--- config.mk ---
export PLATFORM = sky130hd
export DESIGN_NAME = cache_test_top
export DESIGN_NICKNAME = d
export VERILOG_FILES = /design/src/design/cache_test_pkg.sv /design/src/design/small_fifo.sv /design/src/design/link_endpoint.sv /design/src/design/tag_data_mem_slave.sv /design/src/design/test_node_master.sv /design/src/design/cache_test_top.sv
export SDC_FILE = /design/constraint.sdc
export NUM_CORES = 1
export LEC_CHECK = 0
export BUFFER_PORTS_ARGS = -buffer_cell sky130_fd_sc_hd__buf_2
export CAP_MARGIN = 10
export CELL_PAD_IN_SITES_DETAIL_PLACEMENT = 0
export CELL_PAD_IN_SITES_GLOBAL_PLACEMENT = 1
export CORE_MARGIN = 1
export CORE_UTILIZATION = 52
export DETAILED_ROUTE_END_ITERATION = 7
export GPL_TIMING_DRIVEN = 0
export PLACE_DENSITY_LB_ADDON = 0.1
export SLEW_MARGIN = 20
export SYNTH_ARGS = -nofsm -noshare
export SYNTH_HDL_FRONTEND = slang
export SYNTH_SLANG_ARGS = --single-unit
--- constraint.sdc ---
create_clock -name clk_i -period 3 [get_ports clk_i]
set_input_delay 0.3 -clock clk_i [delete_from_list [all_inputs] [get_ports clk_i]]
set_output_delay 0.3 -clock clk_i [all_outputs]
set_load 0.03 [all_outputs]
--- src/design/cache_test_pkg.sv ---
// ============================
// Shared widths, opcodes, cache geometry and test constants for the
// cache-access test node. Modules import it with a wildcard import.
// ============================

package cache_test_pkg;

  localparam int data_width_c    = 32;
  localparam int addr_width_c    = 12;
  localparam int tag_space_bit_c = 10; // Set selects the tag array.

  typedef logic [data_width_c-1:0] word_t;
  typedef logic [addr_width_c-1:0] addr_t;

  typedef logic [1:0] op_t;
  localparam op_t op_load_c  = 2'd0;
  localparam op_t op_store_c = 2'd1;

  localparam int sets_c           = 4;
  localparam int ways_c           = 2;
  localparam int block_words_c    = 4;
  localparam int lg_block_words_c = $clog2(block_words_c);
  localparam int tag_entries_c    = sets_c * ways_c;
  typedef logic [$clog2(tag_entries_c)-1:0] tag_idx_t;

  localparam int num_test_word_c    = 16;
  localparam int lg_num_test_word_c = $clog2(num_test_word_c);
  typedef logic [lg_num_test_word_c-1:0] mem_idx_t;

  localparam int node_id_c     = 3;
  localparam int tag_offset_c  = 16; // Tag entry t holds t + 16.
  localparam int max_credits_c = 4;

  localparam int num_responses_c = tag_entries_c + num_test_word_c;

  typedef struct packed {
    op_t   op;
    addr_t addr;
    word_t payload;
  } req_s;

  typedef struct packed {
    word_t data;
  } resp_s;

endpackage

--- src/design/small_fifo.sv ---
// ============================
// Two-entry queue for any payload type. Write when ready_o is high,
// pop the head with a yumi_i pulse while v_o is high.
// ============================

module small_fifo #(
  parameter type payload_t = logic
) (
  input  logic     clk_i,
  input  logic     reset_i,

  input  logic     v_i,
  input  payload_t data_i,
  output logic     ready_o,

  output logic     v_o,
  output payload_t data_o,
  input  logic     yumi_i
);

  payload_t mem_r [0:1];
  logic     wr_ptr_r;
  logic     rd_ptr_r;
  logic     full_r;
  logic     empty;
  logic     enq;
  logic     deq;

  assign empty   = (wr_ptr_r == rd_ptr_r) & ~full_r;
  assign enq     = v_i & ~full_r;
  assign deq     = yumi_i & ~empty;

  assign ready_o = ~full_r;
  assign v_o     = ~empty;
  assign data_o  = mem_r[rd_ptr_r];

  always_ff @(posedge clk_i) begin
    if (enq) begin
      mem_r[wr_ptr_r] <= data_i;
    end
  end

  always_ff @(posedge clk_i) begin
    if (reset_i) begin
      wr_ptr_r <= 1'b0;
      rd_ptr_r <= 1'b0;
      full_r   <= 1'b0;
    end else begin
      if (enq) wr_ptr_r <= ~wr_ptr_r;
      if (deq) rd_ptr_r <= ~rd_ptr_r;
      if (enq != deq) begin
        full_r <= enq & (wr_ptr_r != rd_ptr_r); // Pointers meet again on a write.
      end
    end
  end

endmodule

--- src/design/link_endpoint.sv ---
// ============================
// Link endpoint between the test master and the memory slave. Queues
// requests and responses and limits the requests in flight by credits.
// ============================

module link_endpoint
  import cache_test_pkg::*;
(
  input  logic  clk_i,
  input  logic  reset_i,

  // Requests out from the master.
  input  logic  out_v_i,
  input  req_s  out_req_i,
  output logic  out_ready_o,

  // Responses back to the master.
  output logic  returned_v_o,
  output word_t returned_data_o,
  input  logic  returned_yumi_i,

  // Requests to the slave and its responses and credits.
  output logic  req_v_o,
  output req_s  req_o,
  input  logic  req_yumi_i,

  input  logic  resp_v_i,
  input  resp_s resp_i,
  input  logic  credit_return_i
);

  localparam int credit_width_lp = $clog2(max_credits_c + 1);

  logic [credit_width_lp-1:0] credits_r;
  logic  req_fifo_ready;
  logic  out_xfer;
  resp_s resp_head;

  assign out_ready_o = req_fifo_ready & (credits_r < credit_width_lp'(max_credits_c));
  assign out_xfer    = out_v_i & out_ready_o;

  small_fifo #(
    .payload_t(req_s)
  ) req_fifo (
    .clk_i  (clk_i),
    .reset_i(reset_i),
    .v_i    (out_xfer),
    .data_i (out_req_i),
    .ready_o(req_fifo_ready),
    .v_o    (req_v_o),
    .data_o (req_o),
    .yumi_i (req_yumi_i)
  );

  // The master pops every response as it shows, so this queue never
  // holds more than one entry.
  small_fifo #(
    .payload_t(resp_s)
  ) resp_fifo (
    .clk_i  (clk_i),
    .reset_i(reset_i),
    .v_i    (resp_v_i),
    .data_i (resp_i),
    .ready_o(),
    .v_o    (returned_v_o),
    .data_o (resp_head),
    .yumi_i (returned_yumi_i)
  );

  assign returned_data_o = resp_head.data;

  always_ff @(posedge clk_i) begin
    if (reset_i) begin
      credits_r <= '0;
    end else begin
      case ({out_xfer, credit_return_i})
        2'b10:   credits_r <= credits_r + 1'b1; // New request in flight.
        2'b01:   credits_r <= credits_r - 1'b1; // Slave accepted one.
        default: credits_r <= credits_r;
      endcase
    end
  end

endmodule

--- src/design/tag_data_mem_slave.sv ---
// ============================
// Memory slave holding a small tag array and a word-addressed data
// memory. Address bit tag_space_bit_c picks the tag array.
// ============================

module tag_data_mem_slave
  import cache_test_pkg::*;
(
  input  logic  clk_i,
  input  logic  reset_i,

  input  logic  stall_i,

  input  logic  req_v_i,
  input  req_s  req_i,
  output logic  req_yumi_o,

  output logic  resp_v_o,
  output resp_s resp_o,

  output logic  credit_return_o
);

  word_t tag_mem_r  [0:tag_entries_c-1];
  word_t data_mem_r [0:num_test_word_c-1];

  logic     accept;
  logic     is_tag;
  logic     is_store;
  logic     is_load;
  tag_idx_t tag_idx;
  mem_idx_t data_idx;

  logic     resp_v_r;
  logic     credit_r;
  word_t    resp_data_r;

  // Nothing is taken while the stall input is high.
  assign accept     = req_v_i & ~stall_i;
  assign req_yumi_o = accept;

  assign is_tag   = req_i.addr[tag_space_bit_c];
  assign is_store = (req_i.op == op_store_c);
  assign is_load  = (req_i.op == op_load_c);

  // Tag entries sit one per block above the word offset.
  assign tag_idx  = req_i.addr[lg_block_words_c +: $bits(tag_idx_t)];
  assign data_idx = req_i.addr[lg_num_test_word_c-1:0];

  always_ff @(posedge clk_i) begin
    if (accept & is_store) begin
      if (is_tag) begin
        tag_mem_r[tag_idx] <= req_i.payload;
      end else begin
        data_mem_r[data_idx] <= req_i.payload;
      end
    end
  end

  always_ff @(posedge clk_i) begin
    if (accept & is_load) begin
      resp_data_r <= is_tag ? tag_mem_r[tag_idx] : data_mem_r[data_idx];
    end
  end

  always_ff @(posedge clk_i) begin
    if (reset_i) begin
      resp_v_r <= 1'b0;
      credit_r <= 1'b0;
    end else begin
      resp_v_r <= accept & is_load;
      credit_r <= accept; // One credit back per accepted request.
    end
  end

  assign resp_v_o        = resp_v_r;
  assign resp_o.data     = resp_data_r;
  assign credit_return_o = credit_r;

endmodule

--- src/design/test_node_master.sv ---
// ============================
// Test traffic master. Writes and reads back the tag array, then stores
// and loads test words, and flags any data word that comes back wrong.
// ============================

module test_node_master
  import cache_test_pkg::*;
(
  input  logic  clk_i,
  input  logic  reset_i,

  output logic  out_v_o,
  output req_s  out_req_o,
  input  logic  out_ready_i,

  input  logic  returned_v_i,
  input  word_t returned_data_i,
  output logic  returned_yumi_o,

  output logic  resp_v_o,
  output word_t resp_data_o,

  output logic  mismatch_o,
  output logic  done_o
);

  localparam word_t data_base_lp = word_t'(node_id_c) << lg_num_test_word_c;
  localparam word_t tag_base_lp  = word_t'(tag_offset_c);

  typedef enum logic [2:0] {
    STORE_TAG,
    LOAD_TAG,
    STORE_DATA,
    LOAD_DATA,
    SEND_DONE
  } send_state_e;

  typedef enum logic [1:0] {
    RECV_TAG,
    RECV_DATA,
    RECV_DONE
  } recv_state_e;

  send_state_e send_state_r, send_state_n;
  recv_state_e recv_state_r, recv_state_n;

  tag_idx_t send_tag_cnt_r;
  mem_idx_t send_mem_cnt_r;
  tag_idx_t recv_tag_cnt_r;
  mem_idx_t recv_mem_cnt_r;

  logic  out_xfer;
  logic  tag_last;
  logic  mem_last;
  logic  resp_v_r;
  word_t resp_data_r;
  logic  mismatch_r;
  logic  done_r;

  assign out_v_o  = (send_state_r != SEND_DONE);
  assign out_xfer = out_v_o & out_ready_i;
  assign tag_last = (send_tag_cnt_r == tag_idx_t'(tag_entries_c - 1));
  assign mem_last = (send_mem_cnt_r == mem_idx_t'(num_test_word_c - 1));

  // Request fields follow the current phase and counter.
  always_comb begin
    out_req_o      = '0;
    send_state_n   = send_state_r;
    case (send_state_r)
      STORE_TAG, LOAD_TAG: begin
        out_req_o.op = (send_state_r == STORE_TAG) ? op_store_c : op_load_c;
        out_req_o.addr[tag_space_bit_c] = 1'b1;
        out_req_o.addr[lg_block_words_c +: $bits(tag_idx_t)] = send_tag_cnt_r;
        if (send_state_r == STORE_TAG) begin
          out_req_o.payload = tag_base_lp + word_t'(send_tag_cnt_r);
        end
        if (out_xfer & tag_last) begin
          send_state_n = (send_state_r == STORE_TAG) ? LOAD_TAG : STORE_DATA;
        end
      end
      STORE_DATA, LOAD_DATA: begin
        out_req_o.op   = (send_state_r == STORE_DATA) ? op_store_c : op_load_c;
        out_req_o.addr = addr_t'(send_mem_cnt_r);
        if (send_state_r == STORE_DATA) begin
          out_req_o.payload = data_base_lp + word_t'(send_mem_cnt_r);
        end
        if (out_xfer & mem_last) begin
          send_state_n = (send_state_r == STORE_DATA) ? LOAD_DATA : SEND_DONE;
        end
      end
      default: send_state_n = SEND_DONE;
    endcase
  end

  always_comb begin
    recv_state_n = recv_state_r;
    if (returned_v_i) begin
      if ((recv_state_r == RECV_TAG) &&
          (recv_tag_cnt_r == tag_idx_t'(tag_entries_c - 1))) begin
        recv_state_n = RECV_DATA;
      end
      if ((recv_state_r == RECV_DATA) &&
          (recv_mem_cnt_r == mem_idx_t'(num_test_word_c - 1))) begin
        recv_state_n = RECV_DONE;
      end
    end
  end

  assign returned_yumi_o = returned_v_i; // Every response is taken at once.

  always_ff @(posedge clk_i) begin
    resp_data_r <= returned_data_i;
  end

  always_ff @(posedge clk_i) begin
    if (reset_i) begin
      send_state_r   <= STORE_TAG;
      recv_state_r   <= RECV_TAG;
      send_tag_cnt_r <= '0;
      send_mem_cnt_r <= '0;
      recv_tag_cnt_r <= '0;
      recv_mem_cnt_r <= '0;
      resp_v_r       <= 1'b0;
      mismatch_r     <= 1'b0;
      done_r         <= 1'b0;
    end else begin
      send_state_r <= send_state_n;
      recv_state_r <= recv_state_n;
      resp_v_r     <= returned_v_i;
      done_r       <= (send_state_n == SEND_DONE) & (recv_state_n == RECV_DONE);
      if (out_xfer & ((send_state_r == STORE_TAG) | (send_state_r == LOAD_TAG))) begin
        send_tag_cnt_r <= send_tag_cnt_r + 1'b1; // Wraps to zero for the next phase.
      end
      if (out_xfer & ((send_state_r == STORE_DATA) | (send_state_r == LOAD_DATA))) begin
        send_mem_cnt_r <= send_mem_cnt_r + 1'b1;
      end
      if (returned_v_i & (recv_state_r == RECV_TAG)) begin
        recv_tag_cnt_r <= recv_tag_cnt_r + 1'b1;
      end
      if (returned_v_i & (recv_state_r == RECV_DATA)) begin
        recv_mem_cnt_r <= recv_mem_cnt_r + 1'b1;
        if (returned_data_i != data_base_lp + word_t'(recv_mem_cnt_r)) begin
          mismatch_r <= 1'b1; // Sticky until reset.
        end
      end
    end
  end

  assign resp_v_o    = resp_v_r;
  assign resp_data_o = resp_data_r;
  assign mismatch_o  = mismatch_r;
  assign done_o      = done_r;

endmodule

--- src/design/cache_test_top.sv ---
// ============================
// Top level of the test node. The stall input throttles the slave.
// ============================

module cache_test_top
  import cache_test_pkg::*;
(
  input  logic  clk_i,
  input  logic  reset_i,

  input  logic  slave_stall_i,

  output logic  resp_v_o,
  output word_t resp_data_o,

  output logic  mismatch_o,
  output logic  done_o
);

  logic  out_v;
  req_s  out_req;
  logic  out_ready;
  logic  returned_v;
  word_t returned_data;
  logic  returned_yumi;
  logic  req_v;
  req_s  req;
  logic  req_yumi;
  logic  resp_v;
  resp_s resp;
  logic  credit_return;

  test_node_master master (
    .clk_i(clk_i), .reset_i(reset_i),
    .out_v_o(out_v), .out_req_o(out_req), .out_ready_i(out_ready),
    .returned_v_i(returned_v), .returned_data_i(returned_data),
    .returned_yumi_o(returned_yumi),
    .resp_v_o(resp_v_o), .resp_data_o(resp_data_o),
    .mismatch_o(mismatch_o), .done_o(done_o)
  );

  link_endpoint endpoint (
    .clk_i(clk_i), .reset_i(reset_i),
    .out_v_i(out_v), .out_req_i(out_req), .out_ready_o(out_ready),
    .returned_v_o(returned_v), .returned_data_o(returned_data),
    .returned_yumi_i(returned_yumi),
    .req_v_o(req_v), .req_o(req), .req_yumi_i(req_yumi),
    .resp_v_i(resp_v), .resp_i(resp), .credit_return_i(credit_return)
  );

  tag_data_mem_slave slave (
    .clk_i(clk_i), .reset_i(reset_i),
    .stall_i(slave_stall_i),
    .req_v_i(req_v), .req_i(req), .req_yumi_o(req_yumi),
    .resp_v_o(resp_v), .resp_o(resp),
    .credit_return_o(credit_return)
  );

endmodule

**After elaboration in Yosys (flattened, before gate mapping)**

Memories as Yosys holds them, arrays and structs flattened. A register that Yosys moved wholly into a read port is not among the register bits.
Cells that the tools add are included.

- Add/sub/neg operators: 9
- $mul: 0
- Div/mod/pow operators: 0
- $lt $le $gt $ge: 1
- Eq/ne operators: 21
- Shifts and indexed selects: 0
- Multiplexer cells: 33
- Bitwise gates (word level): 30
- Reduce and logical (&&, ||, !) cells: 9

Operators by type and width:

| operator | count |
|---|---|
| 2-to-1 mux 32 bit | 3 |
| case mux 32 bit (2 select lines) | 1 |
| != test 32 bit | 1 |
| bitwise AND 1 bit | 19 |
| case mux 3 bit (2 select lines) | 3 |
| 2-to-1 mux 1 bit | 17 |
| adder 6 x 4 -> 7 bit (first input constant) | 2 |
| 2-to-1 mux 2 bit | 5 |
| adder 3 x 1 -> 3 bit (second input constant) | 3 |
| == test 3 bit (second input constant) | 3 |
| 2-to-1 mux 3 bit | 3 |
| NOT 1 bit | 9 |
| adder 4 x 1 -> 4 bit (second input constant) | 2 |
| == test 4 bit (second input constant) | 2 |
| adder 5 x 3 -> 6 bit (first input constant) | 1 |
| == test 2 x 1 -> 1 bit (second input constant) | 3 |
| == test 3 x 2 -> 1 bit (second input constant) | 2 |
| == test 2 bit (second input constant) | 2 |
| zero test 2 bit | 2 |
| != test 1 bit | 4 |
| case mux 2 bit (2 select lines) | 1 |
| OR reduction 2 bit | 2 |
| == test 3 x 1 -> 1 bit (second input constant) | 1 |
| zero test 3 bit | 1 |
| other kinds (8) | 11 |

- Flip-flop bits (word level): 97
- Bits in latches: 0
- RAM bits: 912
- Bits in read-only memories: 0
- Bits of input ports: 3
- Output and inout bits: 35
- Memories: 4

Memory list:

| memory | depth | width | rd ports | clocked after Yosys merged registers in | wr ports | RTL line | text |
|---|---|---|---|---|---|---|---|
| slave.data_mem_r | 16 | 32 | 1 | 0 | 1 | tag_data_mem_slave.sv:25 | `word_t data_mem_r [0:num_test_word_c-1];` |
| slave.tag_mem_r | 8 | 32 | 1 | 0 | 1 | tag_data_mem_slave.sv:24 | `word_t tag_mem_r [0:tag_entries_c-1];` |
| endpoint.req_fifo.mem_r | 2 | 40 | 1 | 1 | 1 | small_fifo.sv:21 | `payload_t mem_r [0:1];` |
| endpoint.resp_fifo.mem_r | 2 | 32 | 1 | 1 | 1 | small_fifo.sv:21 |  |

**Depth between registers and ports, before layout**

Gate-level depths: netlist of run 1.

- Word-level depth: 8
- Gate-level depth with buffers: 9

**By module**

A second synthesis of run 1 with hierarchy kept.

- Cells, all modules: 1879
- Area total of the unflattened synthesis: 38937.3 um2

Modules (own cells, without submodules):

| module | times used | cells each | area an instance (um2) | sequential area each (um2) |
|---|---|---|---|---|
| tag_data_mem_slave | 1 | 1370 | 30372.9 | 24063.1 |
| small_fifo at endpoint.req_fifo | 1 | 163 | 3697.3 | 2842.7 |
| small_fifo at endpoint.resp_fifo | 1 | 120 | 2616.3 | 2001.9 |
| test_node_master | 1 | 206 | 2083.2 | 1081.0 |
| link_endpoint | 1 | 20 | 167.7 | 60.1 |

**Worst setup path after synthesis of run 1**

No wires, ideal clock.

- Path type: reg-to-reg
- Start: register with a tool-made name
- End: memory slave.data_mem_r[3][0] (netlist bit) (enable)
- Library setup time: 350 ps
- Arrival time: 1921 ps
- Required time: 2650 ps
- Slack: 729 ps
- Cell stages (with the launch flop): 7
- Buffers on the path: 2
- Clock period less this slack: 2271 ps
- Path through: dfxtp_1 buf_6 clkbuf_1 mux2i_1 o2111ai_1 or3_1 nor2_1

RTL lines:

| what | RTL line |
|---|---|
| end, declared | tag_data_mem_slave.sv:25 |

==> results of run 1 <==
[synth_stat cells, types with 5 or more instances]
cell type / n
xnor2_1: 6
ha_1: 7
edfxtp_1: 186
nand2_1: 17
nor3_1: 9
buf_4: 26
mux2_2: 12
mux2i_1: 22
a22oi_1: 12
mux4_2: 27
clkbuf_1: 9
nor2_1: 67
xor2_1: 13
dfxtp_1: 41
o211ai_1: 5
mux4_1: 7
inv_1: 9
a21oi_1: 12
nor2b_1: 6
[cell type report]
cell class / instances / area [um^2] / share of cell area
flip-flops and latches: 227 / 6410 / 0.629
plain buffers: 45 / 320 / 0.0314
inverters: 10 / 37.5 / 0.00369
repair buffers: 10 / 50.0 / 0.00491
clock inverters: 5 / 51.3 / 0.00504
well taps: 220 / 275 / 0.0270
clock buffers: 33 / 616 / 0.0604
multi-input cells: 290 / 2430 / 0.238
[worst min-delay path, cell delays in order]
cell and delay, ps:
buf_2 100, inv_1 70, nor3_1 60
[registers in the layout (all words and copies together) (netlist names), 2 cells and up, named ones only]
name                      cells
endpoint.credits_r            3
endpoint.req_fifo.mem_r      24
endpoint.resp_fifo.mem_r     12
master.recv_mem_cnt_r         4
master.recv_state_r           2
master.recv_tag_cnt_r         3
master.resp_data_o            6
master.send_mem_cnt_r         4
master.send_state_r           3
master.send_tag_cnt_r         3
slave.data_mem_r             96
slave.resp_o                  6
slave.tag_mem_r              48
[metrics by stage]
stage	worst slack (ps)	utilization
after floorplan	729	-
final	233	0.606
after global placement	-79.1	0.564
after detailed placement	-108	0.564
after CTS	-117	0.605
after global routing	105	0.606
[path summary, 6_finish.rpt]
check | slack, ps | start | cells after the start | to
setup / recovery | 230 | flop | 7 | slave.data_mem_r[1][1]$_DFFE_PP_
hold / removal | 90 | slave_stall_i | 3 | endpoint.req_fifo.full_r$_SDFFE_PP0P_
setup reg to reg | 230 | flop | 7 | slave.data_mem_r[1][1]$_DFFE_PP_
hold reg to reg | 440 | slave.resp_o[1]$_DFFE_PP_ | 0 | endpoint.resp_fifo.mem_r[0][1]$_DFFE_PP_
[power breakdown]
group	total, mW	switching, mW	internal (mW)
Clock	2.57	1.07	1.50
Combinational	2.47	1.53	0.946
Sequential	4.16	0.108	4.05
Total	9.20	2.71	6.50
[per-layer routing]
layer  up-vias  track usage  share of wire
met3        23       0.0302          0.060
met4         0       0.0556          0.019
met1      2310        0.279           0.46
li1       2141            -              -
met5         -            0              0
met2       134        0.283           0.46
[cell families (layout without fill, tap and decap cells)]
family / after synthesis / in the layout
AND/OR/NAND/NOR: 123 / 123
XOR/XNOR: 19 / 19
buffers and inverters: 55 / 103
AO/OA/AOI/OAI: 43 / 43
other: 1 / 27
adder cells (fa/ha/maj): 8 / 8
flip-flops: 227 / 227
multiplexers: 70 / 70
[timing repair]
action                     CTS  global route
gates resized for setup      3             9
setup buffers                0             0
setup endpoints to repair   42            96
hold endpoints to repair     0             0
==> flow_metrics.env, run 1 <==
export IMPL_outcome="completed"
export IMPL_cp_arrival_ps=2890
export IMPL_dieArea_um2=18000
export IMPL_start_util=0.539
export IMPL_layout_min_cycle_time_ps=2770
export IMPL_netlist_area_leader_share=0.616
export IMPL_seq_area_frac_synth=0.706
export IMPL_core_area_um2=16800
export IMPL_fillCellCount=1279
export IMPL_critical_path_class="reg -> reg"
export IMPL_period_share=0.922
export IMPL_ios=38
export IMPL_drt_wl_total_mm=16.0
export IMPL_ys_ff_latch=227
export IMPL_clock_sinks=227
export IMPL_grt_pass1_vias=4399
export IMPL_viasPerCell=5.49
export IMPL_port_buffers=10
export IMPL_die_x_um=134
export IMPL_clock_path_buffers=3
export IMPL_tightest_slew_ps=1010
export IMPL_slowest_delay_ps=540
export IMPL_final_cells=840
export IMPL_htree_levels=1
export IMPL_yosysTopAreaCell="edfxtp_1"
export IMPL_synthFlopType="edfxtp_1"
export IMPL_ys_top_cells_by_area="edfxtp_1 (62%), dfxtp_1 (9.0%), mux4_2 (6.7%), nor2_1 (2.8%), mux2i_1 (2.4%)"
export IMPL_cts_tree="yes"
export IMPL_cp_cell_sequence="buf_6 > clkbuf_2 > mux2i_1 > o2111ai_1 > nor2_1 > nand2_1 > nor2_1"
export IMPL_synthToLayoutAreaGrowth_pct=12.3
export IMPL_diodes=0
export IMPL_grt_use_total=0.186
export IMPL_clkSlewWorstSetupHoldPaths_ps=60
export IMPL_final_common_cell="edfxtp_1"
export IMPL_drive_above_1_share=0.210
export IMPL_place_gp_congestion=0.790
export IMPL_synthMuxAreaShare=0.131
export IMPL_yosys_area_share_simple=0.0617
export IMPL_power_density_nw_per_um2=903
export IMPL_grt_setup_unrepaired="no"
export IMPL_layout_common_cells="edfxtp_1 (186), nor2_1 (58), dfxtp_1 (41)"
export IMPL_fin_skew_ps=13.8
export IMPL_crit_path_top_delay_cell="nor2_1"
export IMPL_grt_max_degree=29
export IMPL_antenna_left=0
export IMPL_dr_pass1_iters=5
export IMPL_synth_edf_count=186
export IMPL_num_nets_final=618
export IMPL_wire_per_inst_um=19.0
export IMPL_synth_compound_area_frac=0.0316
export IMPL_worstPathRequired_ps=3120
export IMPL_p_leak_nw=3.58
export IMPL_path_buf_inv=2
export IMPL_relSlewSlack=0.321
export IMPL_netlist_instances=546
export IMPL_worstPathMaxFanout=10
export IMPL_synth_avg_cell_area_um2=16.6
export IMPL_ctsHoldBuffers=0
export IMPL_drt_iter0_markers=273
export IMPL_clockRootBuffer="clkbuf_16"
export IMPL_tns_ps=0
export IMPL_grt_pass1_wl_mm=24.8
export IMPL_dp_cells=802
export IMPL_grt_overflow=0
export IMPL_synth_async_sr_flop_share=0
export IMPL_synth_top_family_by_area="multiplexers"
export IMPL_clock_latency_ps=490
export IMPL_cp_end_kind="flop"
export IMPL_antenna_found_initial=0
export IMPL_vias=4608
export IMPL_rows=47
export IMPL_syn_area_um2=9070
export IMPL_hold_worst_slack_ps=89.6
export IMPL_dp_hpwl_mm=10.8
export IMPL_numCtsBuffers=23
export IMPL_ys_types=51
export IMPL_critPathLaunchType="flop"
export IMPL_synthAdderAreaFrac=0.0119
export IMPL_power_mw=9.20
export IMPL_hold_path_class="in -> reg"
export IMPL_setup_viol=0
export IMPL_ir_drop_v=0.000843
export IMPL_hold_violations=0
export IMPL_final_area_um2=10200
export IMPL_crit_family="simple AND/OR/NAND/NOR gates"
export IMPL_place_area_um2=9490
export IMPL_die_h_um=134
export IMPL_slew_viol_final=0
export IMPL_drc=0
export IMPL_drv_cap=0
export IMPL_synth_xor_area_frac=0.0183
export IMPL_yosysWarningCount=0
export IMPL_crit_top_cell="nor2_1"
export IMPL_timing_fmax_mhz=361
(Power assumes the default switching activity.)
==> run 2: changes to the inputs <==
--- a/config.mk
+++ b/config.mk
@@ -5,13 +5,13 @@
 export SDC_FILE = /design/constraint.sdc
 export NUM_CORES = 1
 export LEC_CHECK = 0
-export BUFFER_PORTS_ARGS = -buffer_cell sky130_fd_sc_hd__buf_2
 export CAP_MARGIN = 10
 export CELL_PAD_IN_SITES_DETAIL_PLACEMENT = 0
 export CELL_PAD_IN_SITES_GLOBAL_PLACEMENT = 1
 export CORE_MARGIN = 1
-export CORE_UTILIZATION = 52
+export CORE_UTILIZATION = 54
 export DETAILED_ROUTE_END_ITERATION = 7
+export DONT_BUFFER_PORTS = 1
 export GPL_TIMING_DRIVEN = 0
 export PLACE_DENSITY_LB_ADDON = 0.1
 export SLEW_MARGIN = 20
==> flow_metrics.env, run 2 (synthesized netlist as in run 1, its figures left out) <==
export IMPL_outcome="completed"
export IMPL_hold_violations=0
export IMPL_crit_family="simple AND/OR/NAND/NOR gates"
export IMPL_cp_cell_sequence="buf_6 > buf_1 > mux2i_1 > o2111ai_1 > nor2_1 > nand2_1 > nor2_1"
export IMPL_drc=0
export IMPL_worstPathRequired_ps=3140
export IMPL_worst_slack_ps=27.0
export IMPL_clock_latency_ps=500
export IMPL_grt_overflow=0
export IMPL_die_x_um=132
export IMPL_start_util=0.551
export IMPL_grt_pass1_wl_mm=26.3
export IMPL_place_area_um2=9440
export IMPL_htree_levels=1
export IMPL_fillCellCount=1234
export IMPL_p_leak_nw=3.61
export IMPL_viasPerCell=5.52
export IMPL_grt_max_degree=29
export IMPL_antenna_left=0
export IMPL_layout_min_cycle_time_ps=2970
export IMPL_ir_drop_v=0.000716
export IMPL_power_density_nw_per_um2=941
export IMPL_dp_cells=792
export IMPL_power_mw=9.69
export IMPL_slew_viol_final=0
export IMPL_relSlewSlack=0.321
export IMPL_regArea_um2=6410
export IMPL_fin_skew_ps=13.8
export IMPL_dr_pass1_iters=5
export IMPL_final_cells=834
export IMPL_grt_setup_unrepaired="yes"
export IMPL_clkSlewWorstSetupHoldPaths_ps=60
export IMPL_period_share=0.991
export IMPL_cp_end_kind="flop"
export IMPL_antenna_found_initial=0
export IMPL_drt_wl_total_mm=16.8
export IMPL_final_common_cell="edfxtp_1"
export IMPL_wire_per_inst_um=20.1
export IMPL_slowest_delay_ps=540
export IMPL_core_area_um2=16500
export IMPL_rows=47
export IMPL_clock_path_buffers=3
export IMPL_cts_tree="yes"
export IMPL_clock_sinks=227
export IMPL_die_h_um=132
export IMPL_place_gp_congestion=0.765
export IMPL_post_cts_buffers=0
export IMPL_hold_path_class="in -> reg"
export IMPL_crit_path_top_delay_cell="nor2_1"
export IMPL_drt_iter0_markers=284
export IMPL_grt_pass1_vias=4676
export IMPL_largest_register_ffs=96
export IMPL_crit_top_cell="nor2_1"
export IMPL_critical_path_class="reg -> reg"
export IMPL_timing_fmax_mhz=336
export IMPL_num_nets_final=609
export IMPL_drive_above_1_share=0.207
export IMPL_drv_cap=0
export IMPL_top_regs="slave.data_mem_r x96, slave.tag_mem_r x48, endpoint.req_fifo.mem_r x24"
export IMPL_ios=38
export IMPL_largest_register="slave.data_mem_r"
export IMPL_dp_hpwl_mm=11.2
export IMPL_diodes=0
export IMPL_critPathLaunchType="flop"
export IMPL_dp_slack_ps=-35.6
export IMPL_grt_use_total=0.203
export IMPL_setup_viol=0
export IMPL_port_buffers=0
export IMPL_layout_common_cells="edfxtp_1 (186), nor2_1 (59), dfxtp_1 (41)"
export IMPL_tightest_slew_ps=1010
export IMPL_cp_arrival_ps=3110
export IMPL_synthToLayoutAreaGrowth_pct=13.5
export IMPL_path_buf_inv=2
export IMPL_numCtsBuffers=23
export IMPL_clockRootBuffer="clkbuf_16"
export IMPL_final_area_um2=10300
export IMPL_postLayoutCoreUtil=0.625
export IMPL_worstPathMaxFanout=10
export IMPL_multi_input_area_um2=2430
export IMPL_dieArea_um2=17300
export IMPL_vias=4601
## run 2: changes by cell type in the layout (fill, tap and decap cells not counted), moves of 2 or more
cell	change
buf_2	-10
clkbuf_1	-8
bufinv_16	+4
clkbuf_2	-4
buf_1	+2
clkbuf_8	+2
clkinv_4	+2
inv_6	+2
## run 2: worst reg2reg max path: cells and delay by family, from the launching register on
kind	cells	cell delay [ps]
simple gates	3	950
compound gates	1	320
buf+inv	2	570
flops	1	320
mux	1	460
## run 2: layout make-up
class                   count  area share
plain buffers              45      0.0309
clock buffers              25      0.0586
multi-input cells         290       0.236
flip-flops and latches    227       0.622
clock inverters            16      0.0216
inverters                  10     0.00364
repair buffers              1    0.000972
well taps                 220      0.0267
## run 2: worst paths after layout
kind	slack, ps	from	depth (start not counted)	endpoint
worst max-delay path	30	flop	7	slave.data_mem_r[1][5]$_DFFE_PP_
worst min-delay path	160	reset_i	2	slave.resp_v_o$_SDFF_PP0_
worst max register to register	30	flop	7	slave.data_mem_r[1][5]$_DFFE_PP_
worst min register to register	450	slave.resp_o[5]$_DFFE_PP_	0	endpoint.resp_fifo.mem_r[0][5]$_DFFE_PP_
## run 2: per-layer routing
| layer | vias to the layer above | share of wire | global-route usage | routed length (um) |
|---|---|---|---|---|
| met5 | - | 0 | 0 | 0 |
| li1 | 2131 | - | - | - |
| met4 | 0 | 0.023 | 0.0627 | 385 |
| met2 | 119 | 0.47 | 0.319 | 7980 |
| met1 | 2325 | 0.45 | 0.292 | 7630 |
| met3 | 26 | 0.048 | 0.0328 | 811 |
## run 2: through the flow
step | setup TNS (ps) | hold slack, ps
4_1_cts | -754 | 157
2_1_floorplan | 0 | 421
6_report | 0 | 162
3_5_place_dp | -472 | 434
5_1_grt | -3580 | 194
3_3_place_gp | 0 | 434
## run 2: report_power, final
| part | leakage (nW) | switching (mW) | internal, mW |
|---|---|---|---|
| sequential | 2.01 | 0.116 | 4.05 |
| combinational | 1.19 | 1.52 | 0.944 |
| clock | 0.401 | 1.17 | 1.89 |
## run 2: repair_timing
action / 4_1_cts / 5_1_grt
hold buffers: 1 / 0
resized for setup: 1 / 8
endpoints found under the hold margin: 1 / 0
endpoints found under the setup margin: 24 / 66
cloned: 0 / 0
